===== src/procPkg.sv =====
//////////////////////////////
// Shared definitions for the five-stage 16-bit core
// Word width, opcodes, the two instruction formats and the
// registers that travel between the pipeline stages.
// Stage modules refer to these by scoped name.
//////////////////////////////
package procPkg;

   localparam int wordWidth = 16;

   typedef enum logic [3:0] {
      HALT = 4'd0,
      ADD  = 4'd1,
      SUB  = 4'd2,
      AND  = 4'd3,
      XOR  = 4'd4,
      ADDI = 4'd8,
      LD   = 4'd9,
      ST   = 4'd10,
      BEQZ = 4'd12,
      BNEZ = 4'd13
   } opcodeE;

   // Register format
   typedef struct packed {
      opcodeE     opcode;
      logic [2:0] rd;
      logic [2:0] rs;
      logic [2:0] rt;
      logic [2:0] pad;
   } rFmtT;

   // Immediate format, the rt and pad bits carry the offset
   typedef struct packed {
      opcodeE            opcode;
      logic [2:0]        rd;
      logic [2:0]        rs;
      logic signed [5:0] imm;
   } iFmtT;

   typedef union packed {
      rFmtT r;
      iFmtT i;
   } instrU;

   typedef enum logic [1:0] {
      aluAdd = 2'd0,
      aluSub = 2'd1,
      aluAnd = 2'd2,
      aluXor = 2'd3
   } aluOpE;

   typedef struct packed {
      aluOpE aluOp;
      logic  useImm;
      logic  regWrite;
      logic  memRead;
      logic  memWrite;
      logic  branchZero;
      logic  branchNonZero;
      logic  halt;
   } ctrlT;

   typedef struct packed {
      logic                 valid;
      logic [wordWidth-1:0] pc;
      logic [wordWidth-1:0] instr;
   } fetchDecodeT;

   typedef struct packed {
      logic                 valid;
      ctrlT                 ctrl;
      logic [2:0]           rs;
      logic [2:0]           rt;
      logic [2:0]           rd;
      logic [wordWidth-1:0] opA;
      logic [wordWidth-1:0] opB;
      logic [wordWidth-1:0] storeData;
      logic [wordWidth-1:0] imm;
      logic [wordWidth-1:0] pc;
   } decodeExecT;

   typedef struct packed {
      logic                 valid;
      ctrlT                 ctrl;
      logic [2:0]           rd;
      logic [wordWidth-1:0] aluResult;
      logic [wordWidth-1:0] storeData;
   } execMemT;

   typedef struct packed {
      logic                 valid;
      logic [2:0]           rd;
      logic [wordWidth-1:0] data;
   } wbT;

endpackage


===== src/execute.sv =====
//////////////////////////////
// Execute stage
// Operand forwarding, ALU and address add, branch resolution.
// A taken branch redirects fetch and squashes decode.
//////////////////////////////
`timescale 1ns/100ps
module execute (
   input  logic                          clk,
   input  logic                          reset,
   input  procPkg::decodeExecT           execIn,
   input  procPkg::wbT                   wb,
   output logic                          redirect,
   output logic [procPkg::wordWidth-1:0] redirectPc,
   output procPkg::execMemT              execOut
);

   logic [procPkg::wordWidth-1:0] srcA;
   logic [procPkg::wordWidth-1:0] srcB;
   logic [procPkg::wordWidth-1:0] fwdStore;
   logic [procPkg::wordWidth-1:0] aluB;
   logic [procPkg::wordWidth-1:0] result;

   // Youngest writer first. A load still in memory has no data yet,
   // the decode stall keeps it from being needed here
   function automatic logic [procPkg::wordWidth-1:0] selectOperand(
      input logic [2:0]                    r,
      input logic [procPkg::wordWidth-1:0] regVal
   );
      if (execOut.valid && execOut.ctrl.regWrite && !execOut.ctrl.memRead &&
          execOut.rd == r) begin
         return execOut.aluResult;
      end else if (wb.valid && wb.rd == r) begin
         return wb.data;
      end
      return regVal;
   endfunction

   assign srcA = selectOperand(execIn.rs, execIn.opA);
   assign srcB = selectOperand(execIn.rt, execIn.opB);
   assign fwdStore = selectOperand(execIn.rd, execIn.storeData);
   assign aluB = execIn.ctrl.useImm ? execIn.imm : srcB;

   always_comb begin
      case (execIn.ctrl.aluOp)
         procPkg::aluAdd: result = srcA + aluB;
         procPkg::aluSub: result = srcA - aluB;
         procPkg::aluAnd: result = srcA & aluB;
         default:         result = srcA ^ aluB;
      endcase
   end

   assign redirect = execIn.valid &&
                     ((execIn.ctrl.branchZero && srcA == '0) ||
                      (execIn.ctrl.branchNonZero && srcA != '0));
   assign redirectPc = execIn.pc + 1'b1 + execIn.imm;

   always_ff @(posedge clk) begin
      if (reset) begin
         execOut.valid <= 1'b0;
      end else begin
         execOut.valid <= execIn.valid;
         execOut.ctrl <= execIn.ctrl;
         execOut.rd <= execIn.rd;
         execOut.aluResult <= result;
         execOut.storeData <= fwdStore;
      end
   end

endmodule


===== config.mk =====
export PLATFORM = sky130hd
export DESIGN_NAME = execute
export DESIGN_NICKNAME = d
export VERILOG_FILES = /design/src/procPkg.sv /design/src/execute.sv
export SDC_FILE = /design/constraint.sdc
export NUM_CORES = 1
export LEC_CHECK = 0
export BUFFER_PORTS_ARGS = -buffer_cell sky130_fd_sc_hd__buf_2
export CAP_MARGIN = 20
export CORE_AREA = 2 2 118 120
export CTS_CLUSTER_SIZE = 12
export DETAILED_ROUTE_END_ITERATION = 8
export DIE_AREA = 0 0 120 122
export PLACE_DENSITY = 0.73
export SLEW_MARGIN = 20
export SYNTH_ARGS = -nofsm -noshare
export SYNTH_HDL_FRONTEND = slang
export SYNTH_SLANG_ARGS = --single-unit

===== constraint.sdc =====
create_clock -name clk -period 5.7 [get_ports clk]
set_input_delay 1.14 -clock clk [delete_from_list [all_inputs] [get_ports clk]]
set_output_delay 1.14 -clock clk [all_outputs]
set_load 0.03 [all_outputs]

==> metrics.txt <==
CP peak stage delay=0.41 ns; most common cell after layout, fill and taps aside=buf_2; Final ANT Viol Nets=0; syn_area_per_cell=between 8 and 9 µm²; max reg flops=between 40 and 50; min Tclk post-route=5.08 ns; Fillers=around 1300; Slew @ Worst Pin=between 1 and 1.5 ns; P per Cell Area=222 nW/µm²; drt first pass iters=4; setup TNS=0 ns; ratio of cells with drive above 1 in the final layout=between 30 and 40%; CP Buf/Inv Count=4; CP arrival=3.94 ns; largest net degree at the start of global routing=between 40 and 50; Reg2Reg Setup Slack=roughly 1.1 ns; final setup fails=0; status=completed; crit path cell chain=buf_2, inv_1, ha_1, inv_1, fa_1, a21o_1, a21oi_1, o21bai_1, a21oi_1, o21bai_1, a211oi_1, o21ai_0, a211o_1, nand3_1, buf_2; Avg Vias per Cell=roughly 5.5; H-tree Lvls=2; Final Cycle Share=around nine tenths; hpwl dp=13600 µm; Num CTS Buffers=5; startpoint types=input port; final setup skew=approximately 0.0047 ns; GRT overflow=0; Rows=43; biggest registers after layout=execOut: 45 flops; vias in the first global route=4955; Reg2Reg Depth=17; Max Fclk=0.197 GHz; post-synthesis sequential area ratio=around 26%; Yosys warning total=0; commonest non-fill, non-tap cells in the layout=182 x buf_2, 67 x nand2_1, 47 x o21ai_0, 47 x ha_1, 45 x mux2i_1; worst skew pair latency=roughly 0.29 ns; CTS tree=done; WL per Instance=17.7 µm; total track usage=a little under a quarter; Leakage=slightly above 0.003 µW; register area=~1300 µm²; Slew Limit Fails=0; port bufs=182; syn nets=roughly 760; DRC violations left=0; unrepaired setup endpoints after global routing=no; core area=13500 µm²; first-pass GRT wire length=26300 µm; FF+latch count, synth=45; initial antenna violation count=1; Nets=~950; via count=about 5300; final hold slack=0.647 ns; ys flop type=edfxtp_1; kind of critical path=in2out; clock-pin slew on the worst setup and hold paths=about 0.060 ns; Multi-input gate area=roughly 3700 µm²; num ports=about 180; Area Overhead vs Synth=25.1%; worst min-delay path category=reg2reg; RD Place Congestion=~0.89; Max Fanout on Critical Path=3; CP max stage cell=fa_1; # Post-CTS Setup Buffers=0; clk root buf=clkbuf_16; CTS Buffer Depth=2; VDD IR max=approximately 0.11 mV; critical path's top delay family=compound AO/OA/AOI/OAI gates; ys async rst share=0%; worst r2r src=execOut[34]; die span in y=around 120 µm; EDFF count, synth=44; Cells after Synth=a little under 600; Die X=120 µm; fin util=48.2%; WHS Endpoint=execOut[13]; Worst Setup End Kind=primary output; hold depth=2; Cell variety after synth=65; number of clock sinks seen by CTS=45; Syn Std Cell Area=5200 µm²; Final Hold Viols=0; cts-stage hold buffer count=0; Max Cap Viol=0; Reg with most FFs=execOut; die area=about 15000 µm²; worst hold start=execOut[29]; Initial Utilization=38.5%; max_slew headroom=between 30% and 40%; Initial DRC Count=between 400 and 500; Req. time, crit path=approximately 4.6 ns; detailed-route wire length=about 17000 µm; worst r2r dst=execOut[28]; # resized after CTS=0
worst max path at each step:
stage,startpoint,to,slack (ns),cells after the start
2_1_floorplan,wb[19],execOut[28],0.65,18
6_report,execIn[16],redirectPc[14],0.62,15
5_1_grt,wb[17],execOut[30],0.1,19
3_5_place_dp,wb[17],execOut[31],0.37,20
3_3_place_gp,wb[17],execOut[31],0.47,20
4_1_cts,execIn[16],redirectPc[14],0.64,15
metrics by stage:
step	instance area [µm²]	setup WS [ns]	total power [µW]	instances
detailed placement	6370	0.374	1150	948
CTS	6510	0.640	1450	956
global route	6510	0.0950	1530	956
finish	6510	0.622	1450	957
floorplan	5200	0.653	936	594
global placement	6370	0.469	1140	948
power breakdown:
group	switching [µW]	total, µW	internal [µW]
Clock	130	293	163
Combinational	434	705	271
Sequential	37.3	448	411
Total	602	1450	845
per-layer routing:
layer,vias to the layer above,global-route usage (%),part of all wire (%)
met1,2452,30.1,42
li1,2578,-,-
met3,35,3.28,8.1
met5,-,0,0
met4,0,8.68,3.1
met2,232,37.5,47
tightest hold or removal path, cell delays in order (launching register included):
cell,delay [ns]
edfxtp_1,0.41
nand2_1,0.06
o21ai_0,0.07
synth_stat cells (all sizes together) (3+ instances only):
cell type / n / area (µm²)
a211oi: 9 / 72.6
a21boi: 3 / 22.5
a21oi: 30 / 150
a221oi: 15 / 144
a41oi: 3 / 33.8
and2: 3 / 18.8
and3: 16 / 100
buf: 9 / 53.8
clkbuf: 16 / 60.1
edfxtp: 44 / 1320
ha: 47 / 588
inv: 25 / 93.8
mux2i: 45 / 450
nand2: 67 / 251
nand2b: 7 / 43.8
nand3: 6 / 30.0
nand4: 6 / 43.8
nor2: 40 / 158
nor2b: 13 / 81.3
nor3: 14 / 70.1
nor4: 8 / 80.1
o211ai: 4 / 30.0
o21a: 4 / 30.0
o21ai: 49 / 245
o21bai: 5 / 37.5
o31a: 3 / 37.5
o31ai: 19 / 173
or2: 3 / 18.8
or3: 5 / 31.3
or4: 3 / 30.0
xnor2: 29 / 262
xor2: 20 / 175
final cells by class:
cell class	instances	area share [%]
multi-input cells	499	56.4
flip-flops and latches	45	20.6
repair buffers	199	16.0
well taps	180	3.46
clock buffers	7	2.04
inverters	25	1.44
clock inverters	1	0.115
diodes	1	0.0384
cells by family (layout without fill, tap and decap cells):
| group | after synthesis | count (layout) | synth area share, % |
|---|---|---|---|
| xor+xnor | 49 | 49 | 8.39 |
| simple gates | 196 | 196 | 19.4 |
| fa+ha+maj | 49 | 49 | 12.1 |
| buf+inv | 50 | 232 | 3.99 |
| other cells | 0 | 1 | 0 |
| mux | 46 | 46 | 8.87 |
| flops | 45 | 45 | 25.8 |
| compound gates | 159 | 159 | 21.5 |
Power figures use the tool's default switching activity.
