## config.mk

```make
export PLATFORM = sky130hd
export DESIGN_NAME = decode
export DESIGN_NICKNAME = d
export VERILOG_FILES = /design/src/procPkg.sv /design/src/decode.sv
export SDC_FILE = /design/constraint.sdc
export NUM_CORES = 1
export LEC_CHECK = 0
export BUFFER_PORTS_ARGS = -buffer_cell sky130_fd_sc_hd__buf_2
export CAP_MARGIN = 0
export CORE_ASPECT_RATIO = 0.8
export CORE_MARGIN = 2
export CORE_UTILIZATION = 45
export DETAILED_ROUTE_END_ITERATION = 8
export GPL_ROUTABILITY_DRIVEN = 1
export GPL_TIMING_DRIVEN = 0
export PLACE_DENSITY = 0.66
export SYNTH_ARGS = -nofsm -noshare
export SYNTH_HDL_FRONTEND = slang
export SYNTH_SLANG_ARGS = --single-unit
```

## constraint.sdc

```tcl
create_clock -name clk -period 3.5 [get_ports clk]
set_input_delay 0.525 -clock clk [delete_from_list [all_inputs] [get_ports clk]]
set_output_delay 0.525 -clock clk [all_outputs]
set_load 0.02 [all_outputs]
```

## src/procPkg.sv

```systemverilog
//////////////////////////////
// Shared definitions for the five-stage 16-bit core
// Word width, opcodes, the two instruction formats and the
// registers that travel between the pipeline stages.
// Stage modules refer to these by scoped name.
//////////////////////////////
package procPkg;

   localparam int wordWidth = 16;

   typedef enum logic [3:0] {
      HALT = 4'd0,
      ADD  = 4'd1,
      SUB  = 4'd2,
      AND  = 4'd3,
      XOR  = 4'd4,
      ADDI = 4'd8,
      LD   = 4'd9,
      ST   = 4'd10,
      BEQZ = 4'd12,
      BNEZ = 4'd13
   } opcodeE;

   // Register format
   typedef struct packed {
      opcodeE     opcode;
      logic [2:0] rd;
      logic [2:0] rs;
      logic [2:0] rt;
      logic [2:0] pad;
   } rFmtT;

   // Immediate format, the rt and pad bits carry the offset
   typedef struct packed {
      opcodeE            opcode;
      logic [2:0]        rd;
      logic [2:0]        rs;
      logic signed [5:0] imm;
   } iFmtT;

   typedef union packed {
      rFmtT r;
      iFmtT i;
   } instrU;

   typedef enum logic [1:0] {
      aluAdd = 2'd0,
      aluSub = 2'd1,
      aluAnd = 2'd2,
      aluXor = 2'd3
   } aluOpE;

   typedef struct packed {
      aluOpE aluOp;
      logic  useImm;
      logic  regWrite;
      logic  memRead;
      logic  memWrite;
      logic  branchZero;
      logic  branchNonZero;
      logic  halt;
   } ctrlT;

   typedef struct packed {
      logic                 valid;
      logic [wordWidth-1:0] pc;
      logic [wordWidth-1:0] instr;
   } fetchDecodeT;

   typedef struct packed {
      logic                 valid;
      ctrlT                 ctrl;
      logic [2:0]           rs;
      logic [2:0]           rt;
      logic [2:0]           rd;
      logic [wordWidth-1:0] opA;
      logic [wordWidth-1:0] opB;
      logic [wordWidth-1:0] storeData;
      logic [wordWidth-1:0] imm;
      logic [wordWidth-1:0] pc;
   } decodeExecT;

   typedef struct packed {
      logic                 valid;
      ctrlT                 ctrl;
      logic [2:0]           rd;
      logic [wordWidth-1:0] aluResult;
      logic [wordWidth-1:0] storeData;
   } execMemT;

   typedef struct packed {
      logic                 valid;
      logic [2:0]           rd;
      logic [wordWidth-1:0] data;
   } wbT;

endpackage

```

## src/decode.sv

```systemverilog
//////////////////////////////
// Decode stage
// Register file with write bypass, control decode,
// load-use stall and the illegal opcode trap.
// Illegal instructions continue down the pipe as bubbles.
//////////////////////////////
`timescale 1ns/100ps
module decode (
   input  logic                 clk,
   input  logic                 reset,
   input  procPkg::fetchDecodeT fetchIn,
   input  logic                 redirect,
   input  procPkg::wbT          wb,
   output logic                 stall,
   output logic                 haltSeen,
   output logic                 err,
   output procPkg::decodeExecT  decodeOut
);

   procPkg::instrU instr;
   procPkg::ctrlT ctrl;
   procPkg::decodeExecT nextOut;
   logic illegal;
   logic usesRs;
   logic usesRt;
   logic usesRd;
   logic [procPkg::wordWidth-1:0] regs [8];

   // Same-cycle writeback wins over the stored value
   function automatic logic [procPkg::wordWidth-1:0] readReg(input logic [2:0] r);
      return (wb.valid && wb.rd == r) ? wb.data : regs[r];
   endfunction

   assign instr = fetchIn.instr;

   always_comb begin
      ctrl = '0;
      illegal = 1'b0;
      usesRs = 1'b1;
      usesRt = 1'b0;
      usesRd = 1'b0;
      case (instr.r.opcode)
         procPkg::HALT: begin
            ctrl.halt = 1'b1;
            usesRs = 1'b0;
         end
         procPkg::ADD, procPkg::SUB, procPkg::AND, procPkg::XOR: begin
            // Opcodes 1 to 4 line up with the ALU encoding plus one
            ctrl.aluOp = procPkg::aluOpE'(instr.r.opcode[1:0] - 2'd1);
            ctrl.regWrite = 1'b1;
            usesRt = 1'b1;
         end
         procPkg::ADDI: begin
            ctrl.useImm = 1'b1;
            ctrl.regWrite = 1'b1;
         end
         procPkg::LD: begin
            ctrl.useImm = 1'b1;
            ctrl.regWrite = 1'b1;
            ctrl.memRead = 1'b1;
         end
         procPkg::ST: begin
            ctrl.useImm = 1'b1;
            ctrl.memWrite = 1'b1;
            usesRd = 1'b1;
         end
         procPkg::BEQZ: ctrl.branchZero = 1'b1;
         procPkg::BNEZ: ctrl.branchNonZero = 1'b1;
         default: begin
            illegal = 1'b1;
            usesRs = 1'b0;
         end
      endcase
   end

   // Load in execute feeding this instruction
   assign stall = fetchIn.valid && decodeOut.valid && decodeOut.ctrl.memRead &&
                  ((usesRs && decodeOut.rd == instr.r.rs) ||
                   (usesRt && decodeOut.rd == instr.r.rt) ||
                   (usesRd && decodeOut.rd == instr.r.rd));
   assign haltSeen = fetchIn.valid && ctrl.halt;

   always_comb begin
      nextOut.valid = fetchIn.valid && !illegal && !stall && !redirect;
      nextOut.ctrl = ctrl;
      nextOut.rs = instr.r.rs;
      nextOut.rt = instr.r.rt;
      nextOut.rd = instr.r.rd;
      nextOut.opA = readReg(instr.r.rs);
      nextOut.opB = readReg(instr.r.rt);
      nextOut.storeData = readReg(instr.r.rd);
      nextOut.imm = {{(procPkg::wordWidth-6){instr.i.imm[5]}}, instr.i.imm};
      nextOut.pc = fetchIn.pc;
   end

   always_ff @(posedge clk) begin
      if (wb.valid) begin
         regs[wb.rd] <= wb.data;
      end
   end

   always_ff @(posedge clk) begin
      if (reset) begin
         decodeOut.valid <= 1'b0;
         err <= 1'b0;
      end else begin
         decodeOut <= nextOut;
         if (fetchIn.valid && illegal && !redirect) begin
            err <= 1'b1;
         end
      end
   end

endmodule

```

==> flow_summary.yaml, run 1 <==
worst_setup_path:
  critical_path.max_fanout: 5
  timing.critical_path.slowest_stage_cell: "sky130_fd_sc_hd__or3_4"
  crit_path_start_kind: "input pin"
  critPathMaxStageDelay_ns: 0.40
  cp_data_required_time_ns: 2.97
  cp.arrival_ns: 2.18
  ordered_cell_list_for_the_critical_path: "buf_2 -> inv_1 -> ha_1 -> nor4_1 -> or3_4 -> o41a_1 -> o21ai_1 -> buf_2"
  critical_path.most_common_cell: "sky130_fd_sc_hd__buf_2"
  critPathCaptureType: "output pin"
  worst-path-buf-inv: 3
  crit_family: "simple AND/OR/NAND/NOR gates"
  critical_path_class: "in2out"
clocking:
  source_to_sink_clock_delay_at_the_later_pin_of_the_worst_skew_pair_ns: 0.51
  cts_setup_buffers: 0
  cts.hold.buffers_added: 0
  tritoncts: "built"
  cts.root.buffer_cell: "sky130_fd_sc_hd__clkbuf_16"
  tritoncts_sink_count: 215
  tritoncts.num_buffers: 23
  cts_resized: 0
  clock_tree.htree_level_count: 1
  clock_path_buffers: 3
  clkSlewWorstSetupHoldPaths_ns: 0.06
sta:
  max_freq_mhz: 369.9
  finalCritPeriodShare_pct: 77.24
  headroom_to_the_max_slew_limit_pct: 33.32
  period_minus_slack_ns: 2.703
  grt_setup_unrepaired: "false"
  setup-violations-final: 0
  worst_hold_slack_ns: 0.2014
  layout_setup_ws_ns: 0.7967
  clock_skew_ns: 0.01738
  setup_total_negative_slack_ns: 0
  timing_worst_slew_pin_value_ns: 1.000
  report.final.hold_viol_count: 0
  timing_max_transition_violations_final: 0
logic_synthesis:
  postSynthRegisterBits: 215
  yosys_warnings: 0
  synth_cells: 587
  edff_count_synth: 213
  postSynth.asyncResetShare_pct: 0
  synth_fp_nets: 647
  synth_cell_area_sq_um: 10350
  yosysUniqueCellTypes: 36
  postSynthAreaPerCell_sq_um: 17.63
  synthFlopType: "sky130_fd_sc_hd__edfxtp_1"
  synth_sequential_area_ratio_pct: 62.19
run:
  timing.max_cap.violations: 0
global_routing:
  grt_resource_usage_total_pct: 22.21
  grt_first_pass_wirelength_mm: 40.08
  first_global_vias: 6727
  largest_net_degree_at_the_start_of_global_routing: 66
  overflow: 0
  number_of_antenna_violations_at_the_first_check_in_global_routing: 0
cells_and_area:
  postLayoutCoreUtil_pct: 55.21
  design.final.nets: 836
  n_antenna_cell: 0
  multi_input_area_sq_um: 3587
  fin_cells: 1096
  register_area_sq_um: 6436
  layout-area-overhead-vs-synth_pct: 20.05
  final_standard_cell_area_without_fillers_sq_um: 12420
  fill_cells: 1755
  final_layout_size_suffix_gt1_share_pct: 43.54
  mostFrequentLayoutCells: "sky130_fd_sc_hd__edfxtp_1, sky130_fd_sc_hd__buf_2, sky130_fd_sc_hd__mux4_2, sky130_fd_sc_hd__nor2_1, sky130_fd_sc_hd__a21oi_1"
  layout.cells.most_common: "sky130_fd_sc_hd__edfxtp_1"
routing:
  drc: 0
  topRoutingLayerUsed: "met4"
  drt_iter0_markers: 696
  overall_via_count_from_detail_route: 6487
  vias_per_cell: 5.919
  antenna_left: 0
  detailroute.wirelength.met3_mm: 2.336
  met2_length_mm: 13.55
  avgRoutedWirePerCell_microns: 24.70
  wl_met1_mm: 10.45
  drtPass1Iterations: 5
  wire_length_after_detailed_routing_mm: 27.07
floorplanning:
  floorplan.rows: 49
  ports_placed_on_the_boundary: 158
  design.core.area_sq_um: 22500
  floorplan.initialDensity_pct: 45.99
  die-area_sq_um: 24230
  height_of_the_die_microns: 139.6
  fp.dieW_microns: 173.5
power:
  power.density_nw_per_um2: 499.9
  irDropWorstVdd_mv: 0.3047
  static-leakage-power_nw: 4.540
  post-layout-total-power_mw: 6.210
placed_design:
  buffer_ports.inserted: 154
  placedCellCount: 1057
  hpwlAfterDp_mm: 18.78
  placer_congestion: 0.8157
  detailed_place.area_sq_um: 11720
  preCtsSetupSlack_ns: 0.8309
run_status:
  run_status: "finished clean"
hold_path:
  worst_hold_path_type: "in2reg"
## layer usage
metal / track usage [%] / up-vias
met2: 38.06 / 364
met4: 7.092 / 0
met3: 3.989 / 62
met5: 0 / -
li1: - / 2760
met1: 29.02 / 3301
## cells by family (layout without fill, tap and decap cells)
group	Yosys count	in the layout	synth area share [%]
AND/OR/NAND/NOR	87	87	3.833
AO/OA/AOI/OAI	58	58	3.047
buffers and inverters	61	264	3.385
adder cells (fa/ha/maj)	4	4	0.4836
flip-flops	215	215	62.19
XOR/XNOR	18	18	1.523
multiplexers	144	144	25.53
## flip-flops by register name, summed over array words and instances (netlist names)
name	cells
regs	128
decodeOut	86
err	1
## power by group
part / leakage [nW] / switching (mW) / internal (mW)
sequential: 2.01 / 0.0568 / 3.00
combinational: 2.18 / 0.500 / 0.352
clock: 0.348 / 0.965 / 1.34
total: 4.54 / 1.52 / 4.69
## final timing paths
| kind | start | to | slack, ns | cells after the start |
|---|---|---|---|---|
| max | fetchIn[12] | stall | 0.80 | 8 |
| min | fetchIn[16] | decodeOut[0]$_DFFE_PN_ | 0.20 | 1 |
| max reg2reg | regs[7][14]$_DFFE_PP_ | decodeOut[78]$_DFFE_PN_ | 1.94 | 3 |
| min reg2reg | err$_SDFFE_PP0P_ | err$_SDFFE_PP0P_ | 0.47 | 2 |
## synth_stat cells (2+ instances only)
library cell               count  area, sq um
sky130_fd_sc_hd__xnor2_1      13        113.9
sky130_fd_sc_hd__nand2_1       2        7.510
sky130_fd_sc_hd__buf_6         3        33.78
sky130_fd_sc_hd__mux4_2       96         2162
sky130_fd_sc_hd__xor2_1        5        43.79
sky130_fd_sc_hd__clkbuf_1      7        26.28
sky130_fd_sc_hd__ha_1          4        50.05
sky130_fd_sc_hd__a21oi_1      49        245.2
sky130_fd_sc_hd__nor2_1       61        229.0
sky130_fd_sc_hd__and3_1        2        12.51
sky130_fd_sc_hd__edfxtp_1    213         6396
sky130_fd_sc_hd__buf_2        16        80.08
sky130_fd_sc_hd__o21ai_0       2        10.01
sky130_fd_sc_hd__dfxtp_1       2        40.04
sky130_fd_sc_hd__buf_4        21        157.7
sky130_fd_sc_hd__inv_1         6        22.52
sky130_fd_sc_hd__nand2b_1      5        31.28
sky130_fd_sc_hd__nand4_1       4        25.02
sky130_fd_sc_hd__nor2b_1       2        12.51
sky130_fd_sc_hd__nor3_1        4        20.02
sky130_fd_sc_hd__buf_1         8        30.03
sky130_fd_sc_hd__mux2i_1      48        480.5
## final cells by class
type,instances,share of cell area (%)
inverter,6,0.2014
multi-input combinational,311,28.87
clock inverter,15,0.9769
timing repair buffer,164,7.755
tap,306,3.082
buffer,55,2.639
clock buffer,24,4.663
sequential,215,51.81
No activity file was read; power rests on OpenSTA's default activity.
==> run 2, diff against run 1 <==
--- a/config.mk
+++ b/config.mk
@@ -5,6 +5,7 @@
 export SDC_FILE = /design/constraint.sdc
 export NUM_CORES = 1
 export LEC_CHECK = 0
+export ABC_AREA = 1
 export BUFFER_PORTS_ARGS = -buffer_cell sky130_fd_sc_hd__buf_2
 export CAP_MARGIN = 0
 export CORE_ASPECT_RATIO = 0.8
@@ -13,7 +14,7 @@
 export DETAILED_ROUTE_END_ITERATION = 8
 export GPL_ROUTABILITY_DRIVEN = 1
 export GPL_TIMING_DRIVEN = 0
-export PLACE_DENSITY = 0.66
+export PLACE_DENSITY = 0.68
 export SYNTH_ARGS = -nofsm -noshare
 export SYNTH_HDL_FRONTEND = slang
 export SYNTH_SLANG_ARGS = --single-unit
==> constraint.sdc (replaced) <==
create_clock -name clk -period 2.4 [get_ports clk]
set_input_delay 0.36 -clock clk [delete_from_list [all_inputs] [get_ports clk]]
set_output_delay 0.36 -clock clk [all_outputs]
set_load 0.02 [all_outputs]
==> flow_summary.yaml, run 2 <==
worst_setup_path:
  timing.critical_path.slowest_stage_cell: "sky130_fd_sc_hd__edfxtp_1"
  ordered_cell_list_for_the_critical_path: "inv_1 -> nand2_1 -> nand2_1 -> nand3_1 -> nor2_1 -> nor2_1 -> a21oi_1 -> buf_2"
  critPathCaptureType: "output pin"
  critical_path_class: "reg2out"
  critPathMaxStageDelay_ns: 0.48
  worst-path-buf-inv: 2
  critical_path.max_fanout: 5
  cp.arrival_ns: 1.77
  crit_path_start_kind: "register"
  cp_data_required_time_ns: 2.04
  crit_family: "flip-flops"
cells_and_area:
  postLayoutCoreUtil_pct: 55.04
  top_registers: "regs: 128 flops, decodeOut: 86 flops, err: 1 flops"
  fin_cells: 1637
  final_standard_cell_area_without_fillers_sq_um: 13280
  largest_reg_flops: 128
  mostFrequentLayoutCells: "sky130_fd_sc_hd__edfxtp_1, sky130_fd_sc_hd__buf_2, sky130_fd_sc_hd__nand2_1, sky130_fd_sc_hd__nand3_1, sky130_fd_sc_hd__o21ai_0"
  layout-area-overhead-vs-synth_pct: 21.24
  final_layout_size_suffix_gt1_share_pct: 22.55
  layout.cells.most_common: "sky130_fd_sc_hd__edfxtp_1"
  largest-register: "regs"
  design.final.nets: 1360
logic_synthesis:
  postSynth.asyncResetShare_pct: 0
  synth_commonest_cells: "sky130_fd_sc_hd__edfxtp_1, sky130_fd_sc_hd__nand2_1, sky130_fd_sc_hd__nand3_1"
  synth_cells: 1102
  synth_cell_area_sq_um: 10950
  synthFlopType: "sky130_fd_sc_hd__edfxtp_1"
  synth.area.top_cells: "sky130_fd_sc_hd__edfxtp_1, sky130_fd_sc_hd__nand3_1, sky130_fd_sc_hd__o211ai_1"
  synth_fp_nets: 1162
  yosysUniqueCellTypes: 27
  synth_sequential_area_ratio_pct: 58.78
  synth_top_cell_by_area: "sky130_fd_sc_hd__edfxtp_1"
  postSynthRegisterBits: 215
  edff_count_synth: 213
  yosys_warnings: 0
  postSynthAreaPerCell_sq_um: 9.937
  synth.top_cell.area_share_pct: 58.41
  post-synth-top-count-cell: "sky130_fd_sc_hd__edfxtp_1"
global_routing:
  grt_first_pass_wirelength_mm: 57.28
  overflow: 0
  grt_resource_usage_total_pct: 30.61
  number_of_antenna_violations_at_the_first_check_in_global_routing: 1
  largest_net_degree_at_the_start_of_global_routing: 41
  first_global_vias: 9348
routing:
  wire_length_after_detailed_routing_mm: 39.97
  drtPass1Iterations: 7
  overall_via_count_from_detail_route: 10100
  vias_per_cell: 6.172
  drc: 0
  avgRoutedWirePerCell_microns: 24.42
  drt_iter0_markers: 1562
  antenna_left: 0
clocking:
  cts.root.buffer_cell: "sky130_fd_sc_hd__clkbuf_16"
  tritoncts.num_buffers: 24
  cts_resized: 0
  clock_path_buffers: 3
  clkSlewWorstSetupHoldPaths_ns: 0.06
  clock_tree.htree_level_count: 1
  source_to_sink_clock_delay_at_the_later_pin_of_the_worst_skew_pair_ns: 0.53
  cts.hold.buffers_added: 5
  cts_setup_buffers: 0
  tritoncts_sink_count: 215
  tritoncts: "built"
power:
  irDropWorstVdd_mv: 0.4683
  power.density_nw_per_um2: 748.0
  post-layout-total-power_mw: 9.931
  static-leakage-power_nw: 5.297
sta:
  report.final.hold_viol_count: 0
  timing_worst_slew_pin_value_ns: 0.9635
  grt_setup_unrepaired: "false"
  headroom_to_the_max_slew_limit_pct: 35.76
  layout_setup_ws_ns: 0.2679
  max_freq_mhz: 469.0
  timing_max_transition_violations_final: 0
  period_minus_slack_ns: 2.132
  clock_skew_ns: 0.01833
  setup-violations-final: 0
  finalCritPeriodShare_pct: 88.84
floorplanning:
  design.core.area_sq_um: 24120
  ports_placed_on_the_boundary: 158
  floorplan.initialDensity_pct: 45.40
  fp.dieW_microns: 178.4
  floorplan.rows: 51
  height_of_the_die_microns: 143.5
  die-area_sq_um: 25610
placed_design:
  placer_congestion: 0.9520
  buffer_ports.inserted: 157
  placedCellCount: 1587
  hpwlAfterDp_mm: 26.85
  detailed_place.area_sq_um: 12360
  preCtsSetupSlack_ns: 0.3357
hold_path:
  worst_hold_path_type: "in2reg"
run:
  timing.max_cap.violations: 0
run_status:
  run_status: "finished clean"
run 2: worst paths after layout:
path                                 from                       to  slack (ns)  cells after the start
setup reg to reg     regs[5][6]$_DFFE_PP_  decodeOut[54]$_DFFE_PN_        1.06                      6
setup / recovery  decodeOut[82]$_DFFE_PN_                    stall        0.27                      8
hold reg to reg          err$_SDFFE_PP0P_         err$_SDFFE_PP0P_        0.49                      2
hold / removal                fetchIn[22]   decodeOut[6]$_DFFE_PN_        0.03                      1
run 2: stage by stage:
step | setup TNS, ns | hold slack (ns)
floorplan | 0 | 0.4589
global placement | -60.89 | 0.4421
detailed placement | 0 | 0.4495
CTS | 0 | 0.0004849
global route | 0 | 0.006402
finish | 0 | 0.02510
run 2: cell type report:
type / instances / area, sq um
Multi-Input combinational cell: 687 / 3530
Clock buffer: 27 / 633.1
Inverter: 106 / 414.1
Buffer: 94 / 594.3
Fill cell: 2084 / 10840
Clock inverter: 16 / 232.7
Tap cell: 318 / 397.9
Antenna cell: 2 / 5.005
Timing Repair Buffer: 172 / 1033
Sequential cell: 215 / 6436
run 2: logic make-up (layout without fill, tap and decap cells):
group	count (synthesis)	count (layout)	synth area share, %
buf+inv	200	415	9.175
simple gates	327	327	12.98
compound gates	352	352	18.29
xor+xnor	4	4	0.3200
flops	215	215	58.78
fa+ha+maj	4	4	0.4571
other cells	0	2	0
run 2: power breakdown:
| part | switching, mW | leakage [nW] | internal [mW] |
|---|---|---|---|
| clock network | 1.50 | 0.414 | 2.53 |
| logic | 1.02 | 2.88 | 0.447 |
| registers | 0.0722 | 2.01 | 4.36 |
run 2: metal layers:
metal | routed length (microns) | global-route usage, % | share of wire [%] | vias to the layer above
met5 | 12 | 0 | 0.030 | -
met4 | 1942 | 15.32 | 4.9 | 2
met3 | 6157 | 10.98 | 15 | 175
met2 | 16720 | 44.81 | 42 | 901
met1 | 15140 | 40.19 | 38 | 4656
li1 | - | - | - | 4369
==> run 3, diff against run 2 <==
--- a/config.mk
+++ b/config.mk
@@ -15,6 +15,7 @@
 export GPL_ROUTABILITY_DRIVEN = 1
 export GPL_TIMING_DRIVEN = 0
 export PLACE_DENSITY = 0.68
+export RECOVER_POWER = 50
 export SYNTH_ARGS = -nofsm -noshare
 export SYNTH_HDL_FRONTEND = slang
 export SYNTH_SLANG_ARGS = --single-unit
==> flow_summary.yaml, run 3 (synthesized netlist as in run 2, its figures left out) <==
cells_and_area:
  layout-area-overhead-vs-synth_pct: 20.28
  design.final.nets: 1360
  final_layout_size_suffix_gt1_share_pct: 19.97
  layout.cells.most_common: "sky130_fd_sc_hd__edfxtp_1"
  register_area_sq_um: 6436
  multi_input_area_sq_um: 3525
  final_standard_cell_area_without_fillers_sq_um: 13170
  mostFrequentLayoutCells: "sky130_fd_sc_hd__edfxtp_1, sky130_fd_sc_hd__buf_2, sky130_fd_sc_hd__nand2_1, sky130_fd_sc_hd__nand3_1, sky130_fd_sc_hd__o21ai_0"
  largest_reg_flops: 128
  top_registers: "regs: 128 flops, decodeOut: 86 flops, err: 1 flops"
  fill_cells: 2105
  largest-register: "regs"
  postLayoutCoreUtil_pct: 54.61
  n_antenna_cell: 0
worst_setup_path:
  critPathMaxStageDelay_ns: 0.24
  critPathCaptureType: "output pin"
  critical_path.max_fanout: 3
  timing.critical_path.slowest_stage_cell: "sky130_fd_sc_hd__ha_1"
  crit_family: "simple AND/OR/NAND/NOR gates"
  cp.arrival_ns: 1.79
  crit_path_start_kind: "input pin"
  critical_path_class: "in2out"
  ordered_cell_list_for_the_critical_path: "clkbuf_1 -> inv_1 -> ha_1 -> nor2_1 -> nor2_1 -> nor2_1 -> nor2_1 -> nor2_1 -> a21oi_1 -> buf_2"
  cp_data_required_time_ns: 2.04
  critical_path.most_common_cell: "sky130_fd_sc_hd__nor2_1"
  worst-path-buf-inv: 3
sta:
  headroom_to_the_max_slew_limit_pct: 30.72
  clock_skew_ns: 0.02038
  max_freq_mhz: 465.2
  finalCritPeriodShare_pct: 89.58
  report.final.hold_viol_count: 0
  setup-violations-final: 0
  timing_worst_slew_pin_value_ns: 1.039
  grt_setup_unrepaired: "false"
  worst_hold_slack_ns: 0.02314
  timing_max_transition_violations_final: 0
  period_minus_slack_ns: 2.150
  setup_total_negative_slack_ns: 0
routing:
  drtPass1Iterations: 6
  avgRoutedWirePerCell_microns: 24.41
  overall_via_count_from_detail_route: 10080
  antenna_left: 0
  drc: 0
  wire_length_after_detailed_routing_mm: 39.91
  vias_per_cell: 6.167
  drt_iter0_markers: 1485
power:
  netSwitchingPower_mw: 2.578
  post-layout-total-power_mw: 9.909
  power.density_nw_per_um2: 752.3
  share_seq_of_total_power_pct: 44.8
  p_clk_share_pct: 40.6
  pwr-share-comb_pct: 14.6
  static-leakage-power_nw: 5.192
  irDropWorstVdd_mv: 0.4753
  cell_internal_pwr_mw: 7.331
  swShare_pct: 26.01
placed_design:
  buffer_ports.inserted: 157
  placer_congestion: 0.9520
  hpwlAfterDp_mm: 26.85
  detailed_place.area_sq_um: 12360
floorplanning:
  floorplan.initialDensity_pct: 45.40
  fp.dieW_microns: 178.4
  ports_placed_on_the_boundary: 158
  height_of_the_die_microns: 143.5
  floorplan.rows: 51
  design.core.area_sq_um: 24120
  die-area_sq_um: 25610
clocking:
  clock_tree.htree_level_count: 1
  cts.hold.buffers_added: 5
  cts_resized: 0
  source_to_sink_clock_delay_at_the_later_pin_of_the_worst_skew_pair_ns: 0.53
  cts_setup_buffers: 0
  clock_path_buffers: 3
  clkSlewWorstSetupHoldPaths_ns: 0.06
  cts.root.buffer_cell: "sky130_fd_sc_hd__clkbuf_16"
  tritoncts_sink_count: 215
  tritoncts.num_buffers: 24
  tritoncts: "built"
global_routing:
  grt_resource_usage_total_pct: 30.61
  overflow: 0
  largest_net_degree_at_the_start_of_global_routing: 41
  grt_first_pass_wirelength_mm: 57.28
  first_global_vias: 9348
  number_of_antenna_violations_at_the_first_check_in_global_routing: 1
hold_path:
  worst_hold_path_type: "in2reg"
run_status:
  run_status: "finished clean"
run:
  timing.max_cap.violations: 0
==> run 3: cell count changes in the layout (fill, tap and decap cells not counted), sizes merged <==
cell / delta
clkbuf: +34
buf: -34
diode: -2
==> run 3: per-layer routing <==
layer,vias up,GRT usage (%),part of all wire [%]
li1,4364,-,-
met4,0,15.32,5.3
met2,925,44.81,42
met1,4613,40.19,37
met5,-,0,0
met3,181,10.98,16
==> run 3: layout make-up <==
| type | instances | share of cell area, % |
|---|---|---|
| clock inverters | 16 | 1.767 |
| flip-flops and latches | 215 | 48.86 |
| multi-input cells | 687 | 26.76 |
| plain buffers | 94 | 4.512 |
| repair buffers | 172 | 7.144 |
| well taps | 318 | 3.021 |
| inverters | 106 | 3.125 |
| clock buffers | 27 | 4.807 |
==> run 3: final timing paths <==
check,startpoint,to,slack (ns),cells after the start
hold reg to reg,err$_SDFFE_PP0P_,err$_SDFFE_PP0P_,0.49,2
setup / recovery,fetchIn[12],stall,0.25,10
hold / removal,fetchIn[22],decodeOut[6]$_DFFE_PN_,0.02,1
setup reg to reg,regs[5][6]$_DFFE_PP_,decodeOut[54]$_DFFE_PN_,1.07,6
==> run 3: worst reg2reg max path, stage by stage (launching register included) <==
cell and delay, ns:
sky130_fd_sc_hd__edfxtp_1 0.35, sky130_fd_sc_hd__inv_1 0.10, sky130_fd_sc_hd__a21oi_1 0.06, sky130_fd_sc_hd__o21ai_0 0.13, sky130_fd_sc_hd__nand3_1 0.16, sky130_fd_sc_hd__nand3_1 0.14, sky130_fd_sc_hd__o21ai_1 0.12
==> run 3: power by group through the flow <==
stage	sequential, mW	combinational (mW)	clock (mW)
3_5_place_dp	4.51	1.40	0
2_1_floorplan	4.68	0.664	0
6_report	4.44	1.44	4.03
3_3_place_gp	4.52	1.36	0
4_1_cts	4.44	1.42	4.09
5_1_grt	4.46	1.53	4.23
==> run 3: through the flow <==
stage,std cells,setup slack [ns]
4_1_cts,1635,0.2368
3_5_place_dp,1587,0.3357
2_1_floorplan,1102,0.4419
5_1_grt,1635,0.1071
3_3_place_gp,1577,-0.3503
6_report,1635,0.2502
